$ cat config.mk
export PLATFORM = sky130hd
export DESIGN_NAME = rvv_retire
export DESIGN_NICKNAME = d
export VERILOG_FILES = /design/src/rtl/rvv_cfg_pkg.sv /design/src/rtl/rvv_retire_pkg.sv /design/src/rtl/rt_trap_scan.sv /design/src/rtl/rt_lane.sv /design/src/rtl/rt_waw_merge.sv /design/src/rtl/rvv_retire.sv
export SDC_FILE = /design/constraint.sdc
export NUM_CORES = 1
export LEC_CHECK = 0
export ABC_CLOCK_PERIOD_IN_PS = 1500
export BUFFER_PORTS_ARGS = -buffer_cell sky130_fd_sc_hd__buf_4
export CAP_MARGIN = 15
export CORE_AREA = 2 2 626 628
export DETAILED_ROUTE_END_ITERATION = 8
export DIE_AREA = 0 0 628 630
export PLACE_DENSITY_LB_ADDON = 0.05
export SYNTH_ARGS = -nofsm -noshare
export SYNTH_HDL_FRONTEND = slang
export SYNTH_HIERARCHICAL = 1
export SYNTH_SLANG_ARGS = --single-unit
$ cat constraint.sdc
create_clock -name vclk -period 1.5
set_input_delay 0.075 -clock vclk [all_inputs]
set_output_delay 0.075 -clock vclk [all_outputs]
set_load 0.02 [all_outputs]
$ cat src/rtl/rvv_cfg_pkg.sv
/*
  Sizes of the vector retire datapath.
  Shared by the RTL and the testbench; modules import it inside their body
  and use scoped names in their port lists.
*/

package rvv_cfg_pkg;

  // retire lanes per cycle, lane 0 holds the oldest entry
  localparam int NUM_RT_UOP = 4;

  // vector register geometry
  localparam int VLEN  = 128;
  localparam int VLENB = VLEN / 8;   // byte lanes per register

  // scalar side
  localparam int XLEN = 32;

  localparam int REG_IDX_W = 5;      // 32 architectural registers

  // body/tail class code per byte, VLENB codes per entry
  localparam int VD_TYPE_W = 2;

  // packed vector CSR state reported on a trap
  localparam int VCSR_W = 32;

endpackage : rvv_cfg_pkg

$ cat src/rtl/rvv_retire_pkg.sv
/*
  Encodings and the result word seen at the retire boundary.
  The result word is read as a full vector for VRF writes and as a
  scalar in its low bits for XRF writes.
*/

package rvv_retire_pkg;

  //////////////////////////////////////////////////////////////
  // byte class and target encodings
  //////////////////////////////////////////////////////////////

  // byte class that is actually written back
  localparam logic [rvv_cfg_pkg::VD_TYPE_W-1:0] VD_BODY_ACTIVE = 2'd3;

  localparam logic W_TYPE_VRF = 1'b0;   // vector register file
  localparam logic W_TYPE_XRF = 1'b1;   // scalar register file

  //////////////////////////////////////////////////////////////
  // result word
  //////////////////////////////////////////////////////////////

  // scalar result sits in the low XLEN bits, upper bits are don't care
  typedef struct packed {
    logic [rvv_cfg_pkg::VLEN-rvv_cfg_pkg::XLEN-1:0] pad;
    logic [rvv_cfg_pkg::XLEN-1:0]                   data;
  } rt_scalar_s;

  typedef union packed {
    logic [rvv_cfg_pkg::VLEN-1:0] vec;      // full vector view
    rt_scalar_s                   scalar;   // XRF view
  } rt_result_u;

endpackage : rvv_retire_pkg

$ cat src/rtl/rt_trap_scan.sv
/*
  Trap scan over one retire group.
  Kills every lane younger than a trapping entry and forwards the vector
  CSR state of the oldest trapping entry that has a write.
*/

`timescale 1ns/10ps

module rt_trap_scan (
  input  logic                                                 clk,
  input  logic                                                 rst_n,
  input  logic [rvv_cfg_pkg::NUM_RT_UOP-1:0]                   rob_w_valid,
  input  logic [rvv_cfg_pkg::NUM_RT_UOP-1:0]                   rob_trap,
  input  logic [rvv_cfg_pkg::NUM_RT_UOP-1:0][rvv_cfg_pkg::VCSR_W-1:0] rob_vcsr,
  output logic [rvv_cfg_pkg::NUM_RT_UOP-1:0]                   lane_kill,
  output logic                                                 vcsr_wr_valid,
  output logic [rvv_cfg_pkg::VCSR_W-1:0]                       vcsr_wr_data
);

  import rvv_cfg_pkg::*;

  // kill chain, a trap on lane i kills lanes i+1 and up
  always_comb begin
    lane_kill[0] = 1'b0;   // oldest entry always retires
    for (int i = 1; i < NUM_RT_UOP; i++) begin
      lane_kill[i] = lane_kill[i-1] | rob_trap[i-1];
    end
  end

  // priority select, walk from youngest down so the oldest hit wins
  always_comb begin
    vcsr_wr_valid = 1'b0;
    vcsr_wr_data  = '0;
    for (int i = NUM_RT_UOP - 1; i >= 0; i--) begin
      if (rob_w_valid[i] && rob_trap[i]) begin
        vcsr_wr_valid = 1'b1;
        vcsr_wr_data  = rob_vcsr[i];
      end
    end
  end

  //////////////////////////////////////////////////////////////
  // checks
  //////////////////////////////////////////////////////////////

  // the oldest entry has nothing ahead of it that could trap
  a_lane0_alive: assert property (@(posedge clk) disable iff (!rst_n)
    !lane_kill[0])
    else $error("rt_trap_scan: lane 0 killed");

endmodule : rt_trap_scan

$ cat src/rtl/rt_lane.sv
/*
  One retire lane.
  Decodes the write target of a single ROB entry, builds its byte strobe
  from the body/tail class codes and returns ready to the ROB.
*/

`timescale 1ns/10ps

module rt_lane (
  input  logic                                                clk,
  input  logic                                                rst_n,
  input  logic                                                w_valid,
  input  logic                                                w_type,
  input  logic [rvv_cfg_pkg::VLENB-1:0][rvv_cfg_pkg::VD_TYPE_W-1:0] vd_type,
  input  logic                                                ignore_vta,
  input  logic                                                kill,
  input  logic                                                xrf_ready,
  output logic                                                vrf_valid,
  output logic                                                xrf_valid,
  output logic [rvv_cfg_pkg::VLENB-1:0]                       strobe,
  output logic                                                rob_ready
);

  import rvv_cfg_pkg::*;
  import rvv_retire_pkg::*;

  logic [VLENB-1:0] body_strobe;   // bytes in the active body
  logic             live;          // write survives the trap scan

  //////////////////////////////////////////////////////////////
  // byte strobe
  //////////////////////////////////////////////////////////////

  always_comb begin
    for (int b = 0; b < VLENB; b++) begin
      body_strobe[b] = (vd_type[b] == VD_BODY_ACTIVE);
    end
  end

  // tail agnostic and ignored, whole register goes back
  assign strobe = ignore_vta ? {VLENB{1'b1}} : body_strobe;

  //////////////////////////////////////////////////////////////
  // write target
  //////////////////////////////////////////////////////////////

  assign live = w_valid & ~kill;

  assign vrf_valid = live & (w_type == W_TYPE_VRF);
  assign xrf_valid = live & (w_type == W_TYPE_XRF);

  // only the XRF port can push back, the VRF port takes every write
  assign rob_ready = xrf_valid ? xrf_ready : 1'b1;

  //////////////////////////////////////////////////////////////
  // checks
  //////////////////////////////////////////////////////////////

  a_one_target: assert property (@(posedge clk) disable iff (!rst_n)
    !(vrf_valid && xrf_valid))
    else $error("rt_lane: VRF and XRF write in the same lane");

endmodule : rt_lane

$ cat src/rtl/rt_waw_merge.sv
/*
  Write-after-write merge across one retire group.
  Consecutive entries from entry 0 with the same valid and target form a
  group; inside it each byte of a register is kept only in the youngest
  entry that writes it.
*/

`timescale 1ns/10ps

module rt_waw_merge (
  input  logic                                              clk,
  input  logic                                              rst_n,
  input  logic [rvv_cfg_pkg::NUM_RT_UOP-1:0]                rob_valid,
  input  logic [rvv_cfg_pkg::NUM_RT_UOP-1:0]                rob_w_type,
  input  logic [rvv_cfg_pkg::NUM_RT_UOP-1:0][rvv_cfg_pkg::REG_IDX_W-1:0] rob_w_index,
  input  logic [rvv_cfg_pkg::NUM_RT_UOP-1:0][rvv_cfg_pkg::VLENB-1:0]     lane_strobe,
  output logic [rvv_cfg_pkg::NUM_RT_UOP-1:0][rvv_cfg_pkg::VLENB-1:0]     vrf_wr_strobe
);

  import rvv_cfg_pkg::*;
  import rvv_retire_pkg::*;

  logic [NUM_RT_UOP-1:0]            in_grp;    // entry belongs to the leading group
  logic [NUM_RT_UOP-1:0][VLENB-1:0] waw_hit;   // bytes rewritten by a younger entry

  //////////////////////////////////////////////////////////////
  // group detect
  //////////////////////////////////////////////////////////////

  // run of equal (valid, type) pairs starting at the oldest entry
  always_comb begin
    in_grp[0] = 1'b1;
    for (int i = 1; i < NUM_RT_UOP; i++) begin
      in_grp[i] = in_grp[i-1] &
                  ({rob_valid[i], rob_w_type[i]} == {rob_valid[i-1], rob_w_type[i-1]});
    end
  end

  //////////////////////////////////////////////////////////////
  // byte clear
  //////////////////////////////////////////////////////////////

  // an entry outside the group has no grouped entry behind it,
  // so its hit vector stays zero and the strobe passes through
  always_comb begin
    for (int i = 0; i < NUM_RT_UOP; i++) begin
      waw_hit[i] = '0;
      for (int j = i + 1; j < NUM_RT_UOP; j++) begin
        if (in_grp[j] && (rob_w_index[j] == rob_w_index[i])) begin
          waw_hit[i] = waw_hit[i] | lane_strobe[j];   // younger writer owns the byte
        end
      end
    end
  end

  always_comb begin
    for (int i = 0; i < NUM_RT_UOP; i++) begin
      vrf_wr_strobe[i] = lane_strobe[i] & ~waw_hit[i];
    end
  end

  //////////////////////////////////////////////////////////////
  // checks
  //////////////////////////////////////////////////////////////

  // in_grp is a prefix, so in_grp[j] also covers every older i
  for (genvar i = 0; i < NUM_RT_UOP - 1; i++) begin : g_chk_old
    for (genvar j = i + 1; j < NUM_RT_UOP; j++) begin : g_chk_young
      a_no_overlap: assert property (@(posedge clk) disable iff (!rst_n)
        (in_grp[j] && (rob_w_index[i] == rob_w_index[j]) && (rob_w_type[j] == W_TYPE_VRF))
          |-> ((vrf_wr_strobe[i] & vrf_wr_strobe[j]) == '0))
        else $error("rt_waw_merge: byte %0d/%0d written twice", i, j);
    end
  end

endmodule : rt_waw_merge

$ cat src/rtl/rvv_retire.sv
/*
  Vector retire stage, fully combinational.
  Takes up to four retiring ROB entries, entry 0 oldest, and writes them
  to the VRF and XRF ports; a trap kills younger entries and reports its
  vector CSR state. clk and rst_n only serve the assertions.
*/

`timescale 1ns/10ps

module rvv_retire (
  input  logic clk,
  input  logic rst_n,

  // from the ROB, one entry per lane
  input  logic [rvv_cfg_pkg::NUM_RT_UOP-1:0]                        rob_valid,
  input  logic [rvv_cfg_pkg::NUM_RT_UOP-1:0]                        rob_w_valid,
  input  logic [rvv_cfg_pkg::NUM_RT_UOP-1:0]                        rob_w_type,
  input  logic [rvv_cfg_pkg::NUM_RT_UOP-1:0][rvv_cfg_pkg::REG_IDX_W-1:0] rob_w_index,
  input  rvv_retire_pkg::rt_result_u [rvv_cfg_pkg::NUM_RT_UOP-1:0]  rob_w_data,
  input  logic [rvv_cfg_pkg::NUM_RT_UOP-1:0][rvv_cfg_pkg::VLENB-1:0]
               [rvv_cfg_pkg::VD_TYPE_W-1:0]                         rob_vd_type,
  input  logic [rvv_cfg_pkg::NUM_RT_UOP-1:0]                        rob_ignore_vta,
  input  logic [rvv_cfg_pkg::NUM_RT_UOP-1:0]                        rob_trap,
  input  logic [rvv_cfg_pkg::NUM_RT_UOP-1:0][rvv_cfg_pkg::VCSR_W-1:0] rob_vcsr,
  output logic [rvv_cfg_pkg::NUM_RT_UOP-1:0]                        rob_ready,

  // VRF write ports
  output logic [rvv_cfg_pkg::NUM_RT_UOP-1:0]                        vrf_wr_valid,
  output logic [rvv_cfg_pkg::NUM_RT_UOP-1:0][rvv_cfg_pkg::REG_IDX_W-1:0] vrf_wr_index,
  output logic [rvv_cfg_pkg::NUM_RT_UOP-1:0][rvv_cfg_pkg::VLEN-1:0] vrf_wr_data,
  output logic [rvv_cfg_pkg::NUM_RT_UOP-1:0][rvv_cfg_pkg::VLENB-1:0] vrf_wr_strobe,

  // XRF write ports
  output logic [rvv_cfg_pkg::NUM_RT_UOP-1:0]                        xrf_wr_valid,
  output logic [rvv_cfg_pkg::NUM_RT_UOP-1:0][rvv_cfg_pkg::REG_IDX_W-1:0] xrf_wr_index,
  output logic [rvv_cfg_pkg::NUM_RT_UOP-1:0][rvv_cfg_pkg::XLEN-1:0] xrf_wr_data,
  input  logic [rvv_cfg_pkg::NUM_RT_UOP-1:0]                        xrf_ready,

  // vector CSR update on trap
  output logic                                                      vcsr_wr_valid,
  output logic [rvv_cfg_pkg::VCSR_W-1:0]                            vcsr_wr_data
);

  import rvv_cfg_pkg::*;
  import rvv_retire_pkg::*;

  logic [NUM_RT_UOP-1:0]            lane_kill;
  logic [NUM_RT_UOP-1:0][VLENB-1:0] lane_strobe;   // before WAW clearing

  //////////////////////////////////////////////////////////////
  // trap scan
  //////////////////////////////////////////////////////////////

  rt_trap_scan i_trap_scan (
    .clk           (clk),
    .rst_n         (rst_n),
    .rob_w_valid   (rob_w_valid),
    .rob_trap      (rob_trap),
    .rob_vcsr      (rob_vcsr),
    .lane_kill     (lane_kill),
    .vcsr_wr_valid (vcsr_wr_valid),
    .vcsr_wr_data  (vcsr_wr_data)
  );

  //////////////////////////////////////////////////////////////
  // lanes
  //////////////////////////////////////////////////////////////

  for (genvar i = 0; i < NUM_RT_UOP; i++) begin : g_lane
    rt_lane i_lane (
      .clk        (clk),
      .rst_n      (rst_n),
      .w_valid    (rob_w_valid[i]),
      .w_type     (rob_w_type[i]),
      .vd_type    (rob_vd_type[i]),
      .ignore_vta (rob_ignore_vta[i]),
      .kill       (lane_kill[i]),
      .xrf_ready  (xrf_ready[i]),
      .vrf_valid  (vrf_wr_valid[i]),
      .xrf_valid  (xrf_wr_valid[i]),
      .strobe     (lane_strobe[i]),
      .rob_ready  (rob_ready[i])
    );

    // both ports see the same index, data by its own view
    assign vrf_wr_index[i] = rob_w_index[i];
    assign xrf_wr_index[i] = rob_w_index[i];
    assign vrf_wr_data[i]  = rob_w_data[i].vec;
    assign xrf_wr_data[i]  = rob_w_data[i].scalar.data;

    // nothing writes behind a trapping entry
    a_trap_stops_writes: assert property (@(posedge clk) disable iff (!rst_n)
      rob_trap[i] |-> (((vrf_wr_valid | xrf_wr_valid) >> (i + 1)) == '0))
      else $error("rvv_retire: write behind trap on lane %0d", i);

    // a VRF entry with no older trap never stalls the ROB
    a_vrf_ready: assert property (@(posedge clk) disable iff (!rst_n)
      (rob_w_valid[i] && (rob_w_type[i] == W_TYPE_VRF)) |-> rob_ready[i])
      else $error("rvv_retire: VRF lane %0d not ready", i);
  end

  //////////////////////////////////////////////////////////////
  // WAW merge
  //////////////////////////////////////////////////////////////

  rt_waw_merge i_waw_merge (
    .clk           (clk),
    .rst_n         (rst_n),
    .rob_valid     (rob_valid),
    .rob_w_type    (rob_w_type),
    .rob_w_index   (rob_w_index),
    .lane_strobe   (lane_strobe),
    .vrf_wr_strobe (vrf_wr_strobe)
  );

endmodule : rvv_retire

==> summary.txt <==
Hold path
  – Hold wc startpoint: rob_w_data[119]
  – Hold Crit Depth: 0
  – Hold endpoint: vrf_wr_data[119]
  – Hold Path Class: input pin to output port

Setup path
  – Arrival time worst endpoint: 1.89 ns
  – WP data required: 1.42 ns
  – Max stage delay on crit path: 0.40 ns
  – Crit-path slowest cell: or3_4
  – Max FO, Critical Path: 8
  – Worst setup SP type: input pin
  – Critical path, cell by cell: buf_8, xor2_1, buf_4, or3_4, buf_6, nor4_4, buf_12, buf_16, a221oi_2, buf_4
  – Delay-heaviest family, CP: buffers and inverters
  – CP Buf/Inv Count: 6
  – CP Class: input pin to output port
  – CP most frequent cell: buf_4
  – Critical path endpoint category: output port

Synth
  – Multiplexer share of the synthesized area: 0%
  – Complex-gate fraction of the synthesized area: 20.1%
  – Largest family of logic cells by synthesized area: buffers and inverters
  – Synth warn: 6
  – Post-Synthesis Cells: 1116
  – Syn avg cell area: 7.39 um^2
  – Post-Syn Area: 8250 um^2
  – Syn Nets: 1930
  – Adder-cell share of the synthesized area: 0%
  – Synth unique cells: 40
  – Simple-gate share of the synthesized area: 7.72%
  – Post-Synth XOR/XNOR Area: 3.19%
  – Register area share after synthesis: 0%

Route
  – 1st-pass router iterations: 4
  – Residual DRC count: 0
  – Wire length per cell: 27.7 um
  – Via density: 1.18
  – Drt first-iter violations: 306
  – Via count: 7255
  – DRT Wirelength: 171 mm
  – Routed Antenna Nets: 0

STA
  – Max-slew headroom: 61.6%
  – RSZ-0062 raised after global routing: true
  – Final period utilization: 131%
  – F_max: 508 MHz
  – Minimum clock period: 1.97 ns
  – Worst slew pin tran: 0.576 ns
  – Final-report setup violation count: 48
  – Min setup slack post-route: -0.468 ns
  – Final Hold Vio Count: 0
  – Max-slew violation count: 0
  – Final setup TNS: -17.90 ns
  – Worst hold slack: 0.150 ns

Cells and area
  – Nets: 1783
  – Layout clock buffers: 0
  – Filler cell count: 46200
  – Sequential Area: 0 um^2
  – Post-Route Utilization: 3.88%
  – Seq_cells: 0
  – Ratio of cells with drive above 1 in the final layout: 74.5%
  – Area Overhead vs Synth: 82.5%

Flow run
  – Max_cap viols: 0

Placed design
  – IO buf count: 449
  – Post-detail-place hpwl: 162 mm
  – Placer congestion estimate: 0.675

Power
  – Power per cell area: 222 nW/um^2
  – Power Total: 3.35 mW
  – Max IR drop VDD: 0.0810 mV
  – Leakage: 4.58 nW

GRT
  – Vias in the first global route: 8024
  – GRT Total Usage: 8.18%
  – Largest net degree at the start of global routing: 23
  – First-pass GRT wire length: 191 mm
  – Initial antenna violation count: 14
  – Global route overflow: 0

Status
  – Status: finished, violations left
  – Failing checks: setup timing

Die
  – Starting Density: 2.12%
  – Row cnt: 229
  – Die W: 628 um
  – Core area: 388000 um^2
  – Die Y-Extent: 630 um
  – Die ar.: 396000 um^2
  – Ports: 1603
==> cell usage in the layout, fill, tap and decap left out, types with 22 or more instances in the layout <==
cell / netlist / layout
a21o_1: 40 / 40
a21o_2: 24 / 24
a31oi_1: 32 / 23
and3_1: 33 / 32
buf_12: 0 / 22
buf_4: 701 / 505
buf_6: 11 / 50
inv_1: 53 / 53
nand2_1: 33 / 32
o221ai_2: 21 / 23
==> worst max path at each step <==
stage,start,endpoint,cells after the start,slack (ns)
finish,rob_valid[2],vrf_wr_strobe[24],10,-0.47
CTS,rob_valid[2],vrf_wr_strobe[17],10,-0.55
floorplan,rob_w_type[0],vrf_wr_strobe[10],6,-0.03
global placement,rob_w_index[7],vrf_wr_strobe[1],11,-0.82
detailed placement,rob_w_index[7],vrf_wr_strobe[1],11,-0.75
global route,rob_valid[2],vrf_wr_strobe[20],10,-0.59
==> cell families (layout without fill, tap and decap cells) <==
group,Yosys count,count (layout)
AND/OR/NAND/NOR,99,99
AO/OA/AOI/OAI,198,198
other,1,5
XOR/XNOR,30,30
buffers and inverters,788,639
==> cell usage after synthesis, types with 11 or more instances <==
| cell | count | area [um^2] |
|---|---|---|
| nand2_1 | 33 | 124 |
| o221ai_2 | 21 | 315 |
| a21o_1 | 40 | 300 |
| o221ai_1 | 11 | 96.3 |
| a21boi_0 | 16 | 120 |
| a221oi_1 | 33 | 289 |
| a21o_2 | 24 | 210 |
| buf_2 | 11 | 55.1 |
| buf_4 | 701 | 5260 |
| inv_1 | 53 | 199 |
| o21ai_0 | 16 | 80.1 |
| xnor2_1 | 15 | 131 |
| xor2_1 | 15 | 131 |
| a31oi_1 | 32 | 200 |
| and3_1 | 33 | 206 |
| clkbuf_1 | 11 | 41.3 |
| buf_6 | 11 | 124 |
==> where the power goes <==
part / switching (mW) / internal (mW)
logic: 1.80 / 1.55
registers: 0 / 0
clock network: 0 / 0.000000279
total: 1.80 / 1.55
==> stage by stage <==
stage / area (um^2) / setup slack (ns) / cells
CTS: 14500 / -0.550 / 6162
floorplan: 8440 / -0.0261 / 1116
detailed placement: 14000 / -0.750 / 6150
finish: 15100 / -0.468 / 6168
global placement: 14000 / -0.819 / 6150
global route: 15000 / -0.595 / 6164
==> routing by layer <==
metal | vias up | GRT usage [%] | share of wire, %
met3 | 175 | 10.4 | 27
li1 | 2723 | - | -
met2 | 1197 | 13.6 | 47
met1 | 3154 | 5.51 | 23
met5 | - | 0.833 | 0.22
met4 | 6 | 1.65 | 2.6
==> cell type report <==
type               instances  area (um^2)  share of cell area, %
well taps               5197         6500                   43.2
repair buffers           586         4970                   33.0
multi-input cells        328         3370                   22.4
inverters                 53          199                   1.32
diodes                     4         10.0                 0.0665
==> timing repair <==
| item | 4_1_cts | 5_1_grt |
|---|---|---|
| pin swaps | 4 | 15 |
| buffers inserted | 10 | 3 |
| hold buffers | 0 | 0 |
| gates cloned | 2 | 2 |
| endpoints found under the setup margin | 79 | 54 |
| endpoints found under the hold margin | 0 | 0 |
| gates resized for setup | 80 | 88 |
(Power assumes the default switching activity.)
